===== config.mk =====
export PLATFORM = sky130hd
export DESIGN_NAME = gps_channel
export DESIGN_NICKNAME = d
export VERILOG_FILES = /design/src/logic/gps_pkg.sv /design/src/logic/channel_ctrl.sv /design/src/logic/ca_code_gen.sv /design/src/logic/carrier_nco.sv /design/src/logic/correlator.sv /design/src/logic/power_pipeline.sv /design/src/logic/gps_channel.sv
export SDC_FILE = /design/constraint.sdc
export NUM_CORES = 2
export LEC_CHECK = 0
export ABC_AREA = 1
export ABC_CLOCK_PERIOD_IN_PS = 12430
export BUFFER_PORTS_ARGS = -buffer_cell sky130_fd_sc_hd__buf_4
export CORE_MARGIN = 3
export CORE_UTILIZATION = 29
export CTS_BUF_LIST = sky130_fd_sc_hd__clkbuf_4 sky130_fd_sc_hd__clkbuf_8 sky130_fd_sc_hd__clkbuf_16
export DETAILED_ROUTE_END_ITERATION = 16
export SLEW_MARGIN = 10
export SYNTH_ARGS = -nofsm -noshare
export SYNTH_HDL_FRONTEND = slang
export SYNTH_SLANG_ARGS = --single-unit

===== constraint.sdc =====
create_clock -name clk -period 12.43 [get_ports clk]
set_clock_uncertainty 0.05 [all_clocks]
set_input_delay 2.486 -clock clk [delete_from_list [all_inputs] [get_ports clk]]
set_output_delay 2.486 -clock clk [all_outputs]
set_load 0.02 [all_outputs]

===== src/logic/gps_pkg.sv =====
package gps_pkg;

   // Sample and configuration widths.
   localparam int SAMPLE_WIDTH  = 3;
   localparam int CARRIER_WIDTH = 3;
   localparam int PRN_WIDTH     = 5;
   localparam int PHASE_WIDTH   = 16;

   // C/A code structure.
   localparam int CODE_LENGTH      = 1023;
   localparam int SAMPLES_PER_CHIP = 4;
   localparam int GOLD_STAGES      = 10;
   localparam int CHIP_COUNT_WIDTH = 2;
   localparam int REPLICA_SPACING  = 2;

   localparam logic [CHIP_COUNT_WIDTH-1:0] CHIP_COUNT_LAST =
      CHIP_COUNT_WIDTH'(SAMPLES_PER_CHIP - 1);

   // One epoch is a full code period.
   localparam int ACC_SAMPLES        = CODE_LENGTH * SAMPLES_PER_CHIP;
   localparam int SAMPLE_COUNT_WIDTH = 12;

   localparam logic [SAMPLE_COUNT_WIDTH-1:0] SAMPLE_COUNT_LAST =
      SAMPLE_COUNT_WIDTH'(ACC_SAMPLES - 1);

   // Accumulation and power widths.
   localparam int ACC_WIDTH     = 17;
   localparam int MAG_WIDTH     = 16;
   localparam int POWER_WIDTH   = 33;
   localparam int POWER_LATENCY = 6;

   typedef enum logic {
      MODE_IDLE,
      MODE_RUN
   } chan_mode_t;

   // G2 phase-select stages per PRN, packed as {first, second} in hex nibbles.
   localparam logic [7:0] G2_TAPS [32] = '{
      8'h26, 8'h37, 8'h48, 8'h59, 8'h19, 8'h2a, 8'h18, 8'h29,
      8'h3a, 8'h23, 8'h34, 8'h56, 8'h67, 8'h78, 8'h89, 8'h9a,
      8'h14, 8'h25, 8'h36, 8'h47, 8'h58, 8'h69, 8'h13, 8'h46,
      8'h57, 8'h68, 8'h79, 8'h8a, 8'h16, 8'h27, 8'h38, 8'h49
   };

   // Eight-step carrier, indexed by the top phase bits.
   localparam logic signed [CARRIER_WIDTH-1:0] CARRIER_COS [8] = '{
      3'sd2, 3'sd1, 3'sd0, -3'sd1, -3'sd2, -3'sd1, 3'sd0, 3'sd1
   };

   // Quarter cycle behind the cosine.
   localparam logic signed [CARRIER_WIDTH-1:0] CARRIER_SIN [8] = '{
      3'sd0, 3'sd1, 3'sd2, 3'sd1, 3'sd0, -3'sd1, -3'sd2, -3'sd1
   };

endpackage


===== src/logic/channel_ctrl.sv =====
`timescale 1ns/1ps

module channel_ctrl (
   input  logic                              clk,
   input  logic                              i_rst_n,
   input  gps_pkg::chan_mode_t               i_mode,
   input  logic                              i_cfg_load,
   input  logic [gps_pkg::PRN_WIDTH-1:0]     i_prn,
   input  logic [gps_pkg::PHASE_WIDTH-1:0]   i_doppler_inc,
   input  logic                              i_data_valid,
   output logic [gps_pkg::PRN_WIDTH-1:0]     o_prn,
   output logic [gps_pkg::PHASE_WIDTH-1:0]   o_doppler_inc,
   output logic                              o_run_start,
   output logic                              o_sample_en,
   output logic                              o_dump
);

   gps_pkg::chan_mode_t                        mode_q;
   logic [gps_pkg::SAMPLE_COUNT_WIDTH-1:0]     sample_cnt;

   // Configuration registers.
   always_ff @(posedge clk or negedge i_rst_n) begin
      if (!i_rst_n) begin
         o_prn         <= '0;
         o_doppler_inc <= '0;
      end else if (i_cfg_load) begin
         o_prn         <= i_prn;
         o_doppler_inc <= i_doppler_inc;
      end
   end

   // Remember the last mode to spot the switch into run.
   always_ff @(posedge clk or negedge i_rst_n) begin
      if (!i_rst_n) begin
         mode_q      <= gps_pkg::MODE_IDLE;
         o_run_start <= 1'b0;
      end else begin
         mode_q      <= i_mode;
         o_run_start <= (i_mode == gps_pkg::MODE_RUN) && (mode_q == gps_pkg::MODE_IDLE);
      end
   end

   // Samples count from the cycle after run start onwards.
   assign o_sample_en = i_data_valid && (i_mode == gps_pkg::MODE_RUN) &&
                        (mode_q == gps_pkg::MODE_RUN) && !o_run_start;

   // Epoch counter and dump strobe.
   always_ff @(posedge clk or negedge i_rst_n) begin
      if (!i_rst_n) begin
         sample_cnt <= '0;
         o_dump     <= 1'b0;
      end else if (o_run_start) begin
         sample_cnt <= '0;
         o_dump     <= 1'b0;
      end else if (o_sample_en && (sample_cnt == gps_pkg::SAMPLE_COUNT_LAST)) begin
         sample_cnt <= '0;
         o_dump     <= 1'b1;
      end else begin
         sample_cnt <= o_sample_en ? sample_cnt + 1'b1 : sample_cnt;
         o_dump     <= 1'b0;
      end
   end

endmodule


===== src/logic/ca_code_gen.sv =====
`timescale 1ns/1ps

module ca_code_gen (
   input  logic                          clk,
   input  logic                          i_rst_n,
   input  logic                          i_run_start,
   input  logic                          i_sample_en,
   input  logic                          i_dump,
   input  logic [gps_pkg::PRN_WIDTH-1:0] i_prn,
   output logic                          o_chip_early,
   output logic                          o_chip_prompt,
   output logic                          o_chip_late
);

   logic [gps_pkg::GOLD_STAGES:1]          g1;
   logic [gps_pkg::GOLD_STAGES:1]          g2;
   logic [gps_pkg::CHIP_COUNT_WIDTH-1:0]   chip_cnt;
   logic [2*gps_pkg::REPLICA_SPACING-1:0]  chip_dly;
   logic [7:0]                             taps;
   logic [3:0]                             tap_a;
   logic [3:0]                             tap_b;
   logic                                   g1_fb;
   logic                                   g2_fb;
   logic                                   chip_end;

   assign taps  = gps_pkg::G2_TAPS[i_prn];
   assign tap_a = taps[7:4];
   assign tap_b = taps[3:0];

   assign g1_fb = g1[3] ^ g1[10];
   assign g2_fb = g2[2] ^ g2[3] ^ g2[6] ^ g2[8] ^ g2[9] ^ g2[10];

   // Last sample of the current chip.
   assign chip_end = i_sample_en && (chip_cnt == gps_pkg::CHIP_COUNT_LAST);

   // Samples within a chip.
   always_ff @(posedge clk or negedge i_rst_n) begin
      if (!i_rst_n) begin
         chip_cnt <= '0;
      end else if (i_run_start) begin
         chip_cnt <= '0;
      end else if (i_sample_en) begin
         chip_cnt <= chip_cnt + 1'b1;
      end
   end

   // Gold registers restart at every epoch boundary.
   always_ff @(posedge clk or negedge i_rst_n) begin
      if (!i_rst_n) begin
         g1 <= '1;
         g2 <= '1;
      end else if (i_run_start || i_dump) begin
         g1 <= '1;
         g2 <= '1;
      end else if (chip_end) begin
         g1 <= {g1[9:1], g1_fb};
         g2 <= {g2[9:1], g2_fb};
      end
   end

   assign o_chip_early = g1[10] ^ g2[tap_a] ^ g2[tap_b];

   // Half-chip replica delay line.
   always_ff @(posedge clk or negedge i_rst_n) begin
      if (!i_rst_n) begin
         chip_dly <= '0;
      end else if (i_run_start) begin
         chip_dly <= '0;
      end else if (i_sample_en) begin
         chip_dly <= {chip_dly[2*gps_pkg::REPLICA_SPACING-2:0], o_chip_early};
      end
   end

   assign o_chip_prompt = chip_dly[gps_pkg::REPLICA_SPACING-1];
   assign o_chip_late   = chip_dly[2*gps_pkg::REPLICA_SPACING-1];

endmodule


===== src/logic/carrier_nco.sv =====
`timescale 1ns/1ps

module carrier_nco (
   input  logic                                     clk,
   input  logic                                     i_rst_n,
   input  logic                                     i_run_start,
   input  logic                                     i_sample_en,
   input  logic [gps_pkg::PHASE_WIDTH-1:0]          i_doppler_inc,
   output logic signed [gps_pkg::CARRIER_WIDTH-1:0] o_carrier_i,
   output logic signed [gps_pkg::CARRIER_WIDTH-1:0] o_carrier_q
);

   logic [gps_pkg::PHASE_WIDTH-1:0] phase;
   logic [2:0]                      phase_idx;

   // Phase accumulator wraps naturally.
   always_ff @(posedge clk or negedge i_rst_n) begin
      if (!i_rst_n) begin
         phase <= '0;
      end else if (i_run_start) begin
         phase <= '0;
      end else if (i_sample_en) begin
         phase <= phase + i_doppler_inc;
      end
   end

   // Top three bits pick one of eight carrier steps.
   assign phase_idx = phase[gps_pkg::PHASE_WIDTH-1 -: 3];

   assign o_carrier_i = gps_pkg::CARRIER_COS[phase_idx];
   assign o_carrier_q = gps_pkg::CARRIER_SIN[phase_idx];

endmodule


===== src/logic/correlator.sv =====
`timescale 1ns/1ps

module correlator (
   input  logic                                     clk,
   input  logic                                     i_rst_n,
   input  logic                                     i_run_start,
   input  logic                                     i_sample_en,
   input  logic                                     i_dump,
   input  logic signed [gps_pkg::SAMPLE_WIDTH-1:0]  i_data,
   input  logic signed [gps_pkg::CARRIER_WIDTH-1:0] i_carrier_i,
   input  logic signed [gps_pkg::CARRIER_WIDTH-1:0] i_carrier_q,
   input  logic                                     i_chip,
   output logic signed [gps_pkg::ACC_WIDTH-1:0]     o_acc_i,
   output logic signed [gps_pkg::ACC_WIDTH-1:0]     o_acc_q
);

   localparam int PROD_WIDTH = gps_pkg::SAMPLE_WIDTH + gps_pkg::CARRIER_WIDTH;

   logic signed [PROD_WIDTH-1:0]         prod_i;
   logic signed [PROD_WIDTH-1:0]         prod_q;
   logic signed [gps_pkg::ACC_WIDTH-1:0] wipe_i;
   logic signed [gps_pkg::ACC_WIDTH-1:0] wipe_q;

   // Carrier wipe-off.
   assign prod_i = i_data * i_carrier_i;
   assign prod_q = i_data * i_carrier_q;

   // Chip value 1 stands for -1.
   assign wipe_i = i_chip ? -prod_i : prod_i;
   assign wipe_q = i_chip ? -prod_q : prod_q;

   // The final sums are visible during dump, then the next epoch begins.
   always_ff @(posedge clk or negedge i_rst_n) begin
      if (!i_rst_n) begin
         o_acc_i <= '0;
         o_acc_q <= '0;
      end else if (i_run_start) begin
         o_acc_i <= '0;
         o_acc_q <= '0;
      end else if (i_dump) begin
         o_acc_i <= i_sample_en ? wipe_i : '0;
         o_acc_q <= i_sample_en ? wipe_q : '0;
      end else if (i_sample_en) begin
         o_acc_i <= o_acc_i + wipe_i;
         o_acc_q <= o_acc_q + wipe_q;
      end
   end

endmodule


===== src/logic/power_pipeline.sv =====
`timescale 1ns/1ps

module power_pipeline (
   input  logic                                 clk,
   input  logic                                 i_rst_n,
   input  logic                                 i_dump,
   input  logic signed [gps_pkg::ACC_WIDTH-1:0] i_acc_i_early,
   input  logic signed [gps_pkg::ACC_WIDTH-1:0] i_acc_q_early,
   input  logic signed [gps_pkg::ACC_WIDTH-1:0] i_acc_i_prompt,
   input  logic signed [gps_pkg::ACC_WIDTH-1:0] i_acc_q_prompt,
   input  logic signed [gps_pkg::ACC_WIDTH-1:0] i_acc_i_late,
   input  logic signed [gps_pkg::ACC_WIDTH-1:0] i_acc_q_late,
   output logic                                 o_i2q2_valid,
   output logic [gps_pkg::POWER_WIDTH-1:0]      o_i2q2_early,
   output logic [gps_pkg::POWER_WIDTH-1:0]      o_i2q2_prompt,
   output logic [gps_pkg::POWER_WIDTH-1:0]      o_i2q2_late
);

   typedef enum logic [1:0] {
      SEL_EARLY,
      SEL_PROMPT,
      SEL_LATE,
      SEL_IDLE
   } power_sel_t;

   logic [gps_pkg::MAG_WIDTH-1:0]   mag_i_early, mag_q_early;
   logic [gps_pkg::MAG_WIDTH-1:0]   mag_i_prompt, mag_q_prompt;
   logic [gps_pkg::MAG_WIDTH-1:0]   mag_i_late, mag_q_late;
   logic [gps_pkg::MAG_WIDTH-1:0]   sq_in_i, sq_in_q;
   logic [2*gps_pkg::MAG_WIDTH-1:0] i2, q2;
   logic [gps_pkg::POWER_WIDTH-1:0] sum;
   power_sel_t                      sel, sel_d1, sel_d2;

   function automatic logic [gps_pkg::MAG_WIDTH-1:0] magnitude(
      input logic signed [gps_pkg::ACC_WIDTH-1:0] value
   );
      logic signed [gps_pkg::ACC_WIDTH-1:0] pos;
      pos = value[gps_pkg::ACC_WIDTH-1] ? -value : value;
      return pos[gps_pkg::MAG_WIDTH-1:0];
   endfunction

   // Magnitudes are captured while the correlators hold their sums.
   always_ff @(posedge clk) begin
      if (i_dump) begin
         mag_i_early  <= magnitude(i_acc_i_early);
         mag_q_early  <= magnitude(i_acc_q_early);
         mag_i_prompt <= magnitude(i_acc_i_prompt);
         mag_q_prompt <= magnitude(i_acc_q_prompt);
         mag_i_late   <= magnitude(i_acc_i_late);
         mag_q_late   <= magnitude(i_acc_q_late);
      end
   end

   // Select walks early, prompt, late; the two delays follow it down the pipe.
   always_ff @(posedge clk or negedge i_rst_n) begin
      if (!i_rst_n) begin
         sel    <= SEL_IDLE;
         sel_d1 <= SEL_IDLE;
         sel_d2 <= SEL_IDLE;
      end else begin
         if (i_dump) begin
            sel <= SEL_EARLY;
         end else if (sel != SEL_IDLE) begin
            sel <= power_sel_t'(sel + 2'd1);
         end
         sel_d1 <= sel;
         sel_d2 <= sel_d1;
      end
   end

   always_comb begin
      case (sel)
         SEL_PROMPT: begin
            sq_in_i = mag_i_prompt;
            sq_in_q = mag_q_prompt;
         end
         SEL_LATE: begin
            sq_in_i = mag_i_late;
            sq_in_q = mag_q_late;
         end
         default: begin
            sq_in_i = mag_i_early;
            sq_in_q = mag_q_early;
         end
      endcase
   end

   // Squarer pair and adder stage.
   always_ff @(posedge clk) begin
      i2  <= sq_in_i * sq_in_i;
      q2  <= sq_in_q * sq_in_q;
      sum <= i2 + q2;
   end

   // Steer each sum into its own result register.
   always_ff @(posedge clk or negedge i_rst_n) begin
      if (!i_rst_n) begin
         o_i2q2_early  <= '0;
         o_i2q2_prompt <= '0;
         o_i2q2_late   <= '0;
         o_i2q2_valid  <= 1'b0;
      end else begin
         if (sel_d2 == SEL_EARLY) begin
            o_i2q2_early <= sum;
         end
         if (sel_d2 == SEL_PROMPT) begin
            o_i2q2_prompt <= sum;
         end
         if (sel_d2 == SEL_LATE) begin
            o_i2q2_late <= sum;
         end
         o_i2q2_valid <= (sel_d2 == SEL_LATE);
      end
   end

endmodule


===== src/logic/gps_channel.sv =====
`timescale 1ns/1ps

module gps_channel (
   input  logic                                    clk,
   input  logic                                    i_rst_n,
   input  gps_pkg::chan_mode_t                     i_mode,
   input  logic                                    i_cfg_load,
   input  logic [gps_pkg::PRN_WIDTH-1:0]           i_prn,
   input  logic [gps_pkg::PHASE_WIDTH-1:0]         i_doppler_inc,
   input  logic                                    i_data_valid,
   input  logic signed [gps_pkg::SAMPLE_WIDTH-1:0] i_data,
   output logic                                    o_dump,
   output logic signed [gps_pkg::ACC_WIDTH-1:0]    o_acc_i_prompt,
   output logic signed [gps_pkg::ACC_WIDTH-1:0]    o_acc_q_prompt,
   output logic                                    o_i2q2_valid,
   output logic [gps_pkg::POWER_WIDTH-1:0]         o_i2q2_early,
   output logic [gps_pkg::POWER_WIDTH-1:0]         o_i2q2_prompt,
   output logic [gps_pkg::POWER_WIDTH-1:0]         o_i2q2_late
);

   logic [gps_pkg::PRN_WIDTH-1:0]            prn;
   logic [gps_pkg::PHASE_WIDTH-1:0]          doppler_inc;
   logic                                     run_start;
   logic                                     sample_en;
   logic                                     dump;
   logic                                     chip_early, chip_prompt, chip_late;
   logic signed [gps_pkg::CARRIER_WIDTH-1:0] carrier_i, carrier_q;
   logic signed [gps_pkg::ACC_WIDTH-1:0]     acc_i_early, acc_q_early;
   logic signed [gps_pkg::ACC_WIDTH-1:0]     acc_i_late, acc_q_late;

   channel_ctrl u_ctrl (
      .clk           (clk),
      .i_rst_n       (i_rst_n),
      .i_mode        (i_mode),
      .i_cfg_load    (i_cfg_load),
      .i_prn         (i_prn),
      .i_doppler_inc (i_doppler_inc),
      .i_data_valid  (i_data_valid),
      .o_prn         (prn),
      .o_doppler_inc (doppler_inc),
      .o_run_start   (run_start),
      .o_sample_en   (sample_en),
      .o_dump        (dump)
   );

   ca_code_gen u_code (
      .clk           (clk),
      .i_rst_n       (i_rst_n),
      .i_run_start   (run_start),
      .i_sample_en   (sample_en),
      .i_dump        (dump),
      .i_prn         (prn),
      .o_chip_early  (chip_early),
      .o_chip_prompt (chip_prompt),
      .o_chip_late   (chip_late)
   );

   carrier_nco u_nco (
      .clk           (clk),
      .i_rst_n       (i_rst_n),
      .i_run_start   (run_start),
      .i_sample_en   (sample_en),
      .i_doppler_inc (doppler_inc),
      .o_carrier_i   (carrier_i),
      .o_carrier_q   (carrier_q)
   );

   // Three subchannels share the carrier and differ only in code phase.
   correlator u_early (
      .clk(clk), .i_rst_n(i_rst_n), .i_run_start(run_start),
      .i_sample_en(sample_en), .i_dump(dump), .i_data(i_data),
      .i_carrier_i(carrier_i), .i_carrier_q(carrier_q), .i_chip(chip_early),
      .o_acc_i(acc_i_early), .o_acc_q(acc_q_early)
   );

   correlator u_prompt (
      .clk(clk), .i_rst_n(i_rst_n), .i_run_start(run_start),
      .i_sample_en(sample_en), .i_dump(dump), .i_data(i_data),
      .i_carrier_i(carrier_i), .i_carrier_q(carrier_q), .i_chip(chip_prompt),
      .o_acc_i(o_acc_i_prompt), .o_acc_q(o_acc_q_prompt)
   );

   correlator u_late (
      .clk(clk), .i_rst_n(i_rst_n), .i_run_start(run_start),
      .i_sample_en(sample_en), .i_dump(dump), .i_data(i_data),
      .i_carrier_i(carrier_i), .i_carrier_q(carrier_q), .i_chip(chip_late),
      .o_acc_i(acc_i_late), .o_acc_q(acc_q_late)
   );

   power_pipeline u_power (
      .clk            (clk),
      .i_rst_n        (i_rst_n),
      .i_dump         (dump),
      .i_acc_i_early  (acc_i_early),
      .i_acc_q_early  (acc_q_early),
      .i_acc_i_prompt (o_acc_i_prompt),
      .i_acc_q_prompt (o_acc_q_prompt),
      .i_acc_i_late   (acc_i_late),
      .i_acc_q_late   (acc_q_late),
      .o_i2q2_valid   (o_i2q2_valid),
      .o_i2q2_early   (o_i2q2_early),
      .o_i2q2_prompt  (o_i2q2_prompt),
      .o_i2q2_late    (o_i2q2_late)
   );

   assign o_dump = dump;

endmodule


==> flow_summary.ini <==
[detailed_routing]
drc_errors = 0
vias = 33199
routedWlPerCell_microns = 15.8
totalWireLength_microns = 111000
detail-route-antenna-nets = 0
first_pass_iters = 6
vias_per_cell = 4.75
first_iter_violations = 2059

[floorplanning]
core_area_sq_mm = 0.141
rows = 137
die_area_sq_mm = 0.147
die_y_microns = 384
die_w_microns = 384
start_util_pct = 29.4
num_io_pins = 164

[critical_path]
cp-start-kind = flip-flop
end_kind = flip-flop
r2r_start = u_power.sel[0]
worst-path-max-fanout = 36
reg2reg_slack_ns = 3.51
startpoint = u_power.sel[0]
critical_path_class = reg -> reg
arrival_ns = 9.40
required_ns = 12.91

[sta]
rsz0062_at_grt = false
fin_ws_ns = 3.51
tightestPinTransition_ns = 1.10
finalSetupTns_ns = 0
timing.fmax_mhz = 112
fin_crit_ns = 8.92
fin_crit_sh_pct = 71.7
relSlewSlack_pct = 26.9
hold_viol_final = 0
drv_slew = 0
finalSetupViolCount = 0

[synth]
synth-seq-cells = 477
yosys.area.top_type_share_pct = 16.5
yosysSeqAreaShare_pct = 29.0
synthesis.nets = 5689
synth_edf_count = 96
synth_area_leaders = fa_1 (16%), dfrtp_1 (16%), ha_1 (11%), inv_1 (8.4%), nand2_1 (7.3%)
yosysTopAreaCell = fa_1
netlist_instances = 4945
synth_area_per_cell_sq_um = 8.36
synthFlopType = dfrtp_1
synth_area_sq_mm = 0.0413
synth_warnings = 0
synthDistinctLibCells = 60
async_reset_ff_share_pct = 60.0

[clock_network]
clock-sinks = 477
ctsResizeCount = 0
clockBufferDepth = 3
htreeDepth = 2
post_cts_buffers = 0
cts_made_buffers = 54
clockRootBuffer = clkbuf_16
cts_tree = built
clk_latency_ns = 0.65
clk_pin_slew_ns = 0.06
cts_hold_buf = 0

[placed_design]
dp_hpwl_microns = 85300
gp_congestion = 0.898
port_buffers = 163
preCtsSetupSlack_ns = 3.53

[hold_path]
hold_path.class = reg -> reg
holdCritStartpoint = u_power.sel_d1[0]

[grt]
grt_max_degree = 128
overflow = 0
antenna_found_initial = 1
first_global_vias = 33558
grt_util_all_layers_pct = 14.9
use_met1_pct = 20.4
grtUsageMet2_pct = 24.7
gr-usage-met3_pct = 2.53
grt_pass1_wl_microns = 179000
top_usage_layer = met2

[power]
ir_drop_mv = 0.132
sw_frac_of_total_pct = 42.0
power.leakage_nw = 23.4
p_int_mw = 3.91
p_seq_share_pct = 30.4
pwr-share-comb_pct = 44.4
pwr-share-clk_pct = 25.2
power_density_mw_per_mm2 = 145
power_switching_mw = 2.84

[status]
status = finished, final reports clean

[flow_run]
drv_cap = 0

[cells_and_area]
n_antenna_cell = 0
mostFrequentLayoutCell = inv_1
syn_to_final_growth_pct = 12.8
final_cell_mix = inv_1 (928), nand2_1 (800), nor2_1 (382)
fin_nets = 5819
drive_gt1_share_pct = 7.99
layer usage:
metal / vias up / part of all wire (%)
li1: 16168 / -
met1: 15974 / 46
met2: 904 / 46
met3: 153 / 6.5
met4: 0 / 2.1
met5: - / 0
final timing paths:
check                                          end  depth (start not counted)
setup / recovery                    u_power.q2[30]                         27
hold / removal                   u_power.sel_d2[0]                          0
setup reg to reg                    u_power.q2[30]                         27
hold reg to reg                  u_power.sel_d2[0]                          0
max in group asynchronous  u_power.o_i2q2_late[14]                          3
min in group asynchronous           u_nco.phase[8]                          1
metrics by stage:
step / utilization [%] / total power [mW] / area [sq um] / std cells / hold slack (ns)
2_1_floorplan: - / 4.25 / 41300 / 4945 / 0.295
3_3_place_gp: 31.8 / 4.97 / 44700 / 6895 / 0.300
3_5_place_dp: 31.8 / 5.02 / 44700 / 6895 / 0.303
4_1_cts: 33.2 / 6.75 / 46600 / 6996 / 0.311
5_1_grt: 33.2 / 7.26 / 46600 / 6996 / 0.317
6_report: 33.2 / 6.75 / 46600 / 6996 / 0.309
cell families after synthesis:
group	share of synthesized area (%)
buf+inv	9.98
xor+xnor	5.11
flops	29.0
fa+ha+maj	27.8
mux	0.436
simple gates	14.2
compound gates	13.5
Yosys cell counts, types with 8 or more instances:
library cell,count
xor2_1,192
o221ai_1,8
inv_1,929
clkinv_1,11
buf_1,8
dfxtp_1,95
nand4_1,20
a21boi_0,8
nor4_1,15
nand3_1,126
o32ai_1,9
a21oi_1,319
o211ai_1,31
a21o_1,10
fa_1,340
a221o_1,29
clkbuf_1,115
a31oi_1,27
o21bai_1,18
o22ai_1,34
dfstp_2,26
ha_1,375
nor3_1,48
a211oi_1,10
xnor2_1,49
mux2_2,16
nand2_1,802
edfxtp_1,96
o21ai_0,348
nor2_1,385
o21ai_1,51
dfrtp_1,260
o2111ai_1,9
o31ai_1,17
or2_2,26
o21a_1,13
state kept, by name (all words and copies together), names as in the netlist, 12 cells and up:
register               count
u_ctrl.o_doppler_inc      16
u_ctrl.sample_cnt         12
u_early.o_acc_i           17
u_early.o_acc_q           17
u_late.o_acc_i            17
u_late.o_acc_q            17
u_nco.phase               16
u_power.i2                31
u_power.mag_i_early       16
u_power.mag_i_late        16
u_power.mag_i_prompt      16
u_power.mag_q_early       16
u_power.mag_q_late        16
u_power.mag_q_prompt      16
u_power.o_i2q2_early      33
u_power.o_i2q2_late       33
u_power.o_i2q2_prompt     33
u_power.q2                31
u_power.sum               33
u_prompt.o_acc_i          17
u_prompt.o_acc_q          17
worst max-delay path, stage by stage (launching register included):
cell	delay [ns]
dfstp_2	0.56
inv_1	0.07
ha_1	0.99
clkinv_1	0.18
buf_4	0.29
o21ai_1	0.81
clkinv_1	0.62
nand2_1	0.30
fa_1	0.44
fa_1	0.50
inv_1	0.05
fa_1	0.49
fa_1	0.47
fa_1	0.51
inv_1	0.05
fa_1	0.47
inv_1	0.04
ha_1	0.32
a21oi_1	0.19
o21ai_0	0.10
a21oi_1	0.24
o21ai_0	0.17
a21boi_0	0.31
inv_1	0.07
nand2_1	0.06
o211ai_1	0.11
a21oi_1	0.19
xnor2_1	0.15
power by group through the flow:
| stage | Combinational (mW) | Clock (mW) | Sequential [mW] |
|---|---|---|---|
| after floorplan | 2.23 | 0 | 2.02 |
| after CTS | 2.96 | 1.74 | 2.05 |
| after detailed placement | 2.95 | 0 | 2.08 |
| final | 2.99 | 1.70 | 2.05 |
| after global routing | 3.38 | 1.81 | 2.07 |
| after global placement | 2.90 | 0 | 2.07 |
cell type report:
cell class	count	area, sq um
fillers	14717	93900
multi-input cells	3385	25300
flip-flops and latches	477	12000
inverters	948	3560
well taps	1876	2350
repair buffers	209	1590
clock buffers	69	1510
clock inverters	32	389
No activity file was read; power rests on OpenSTA's default activity.
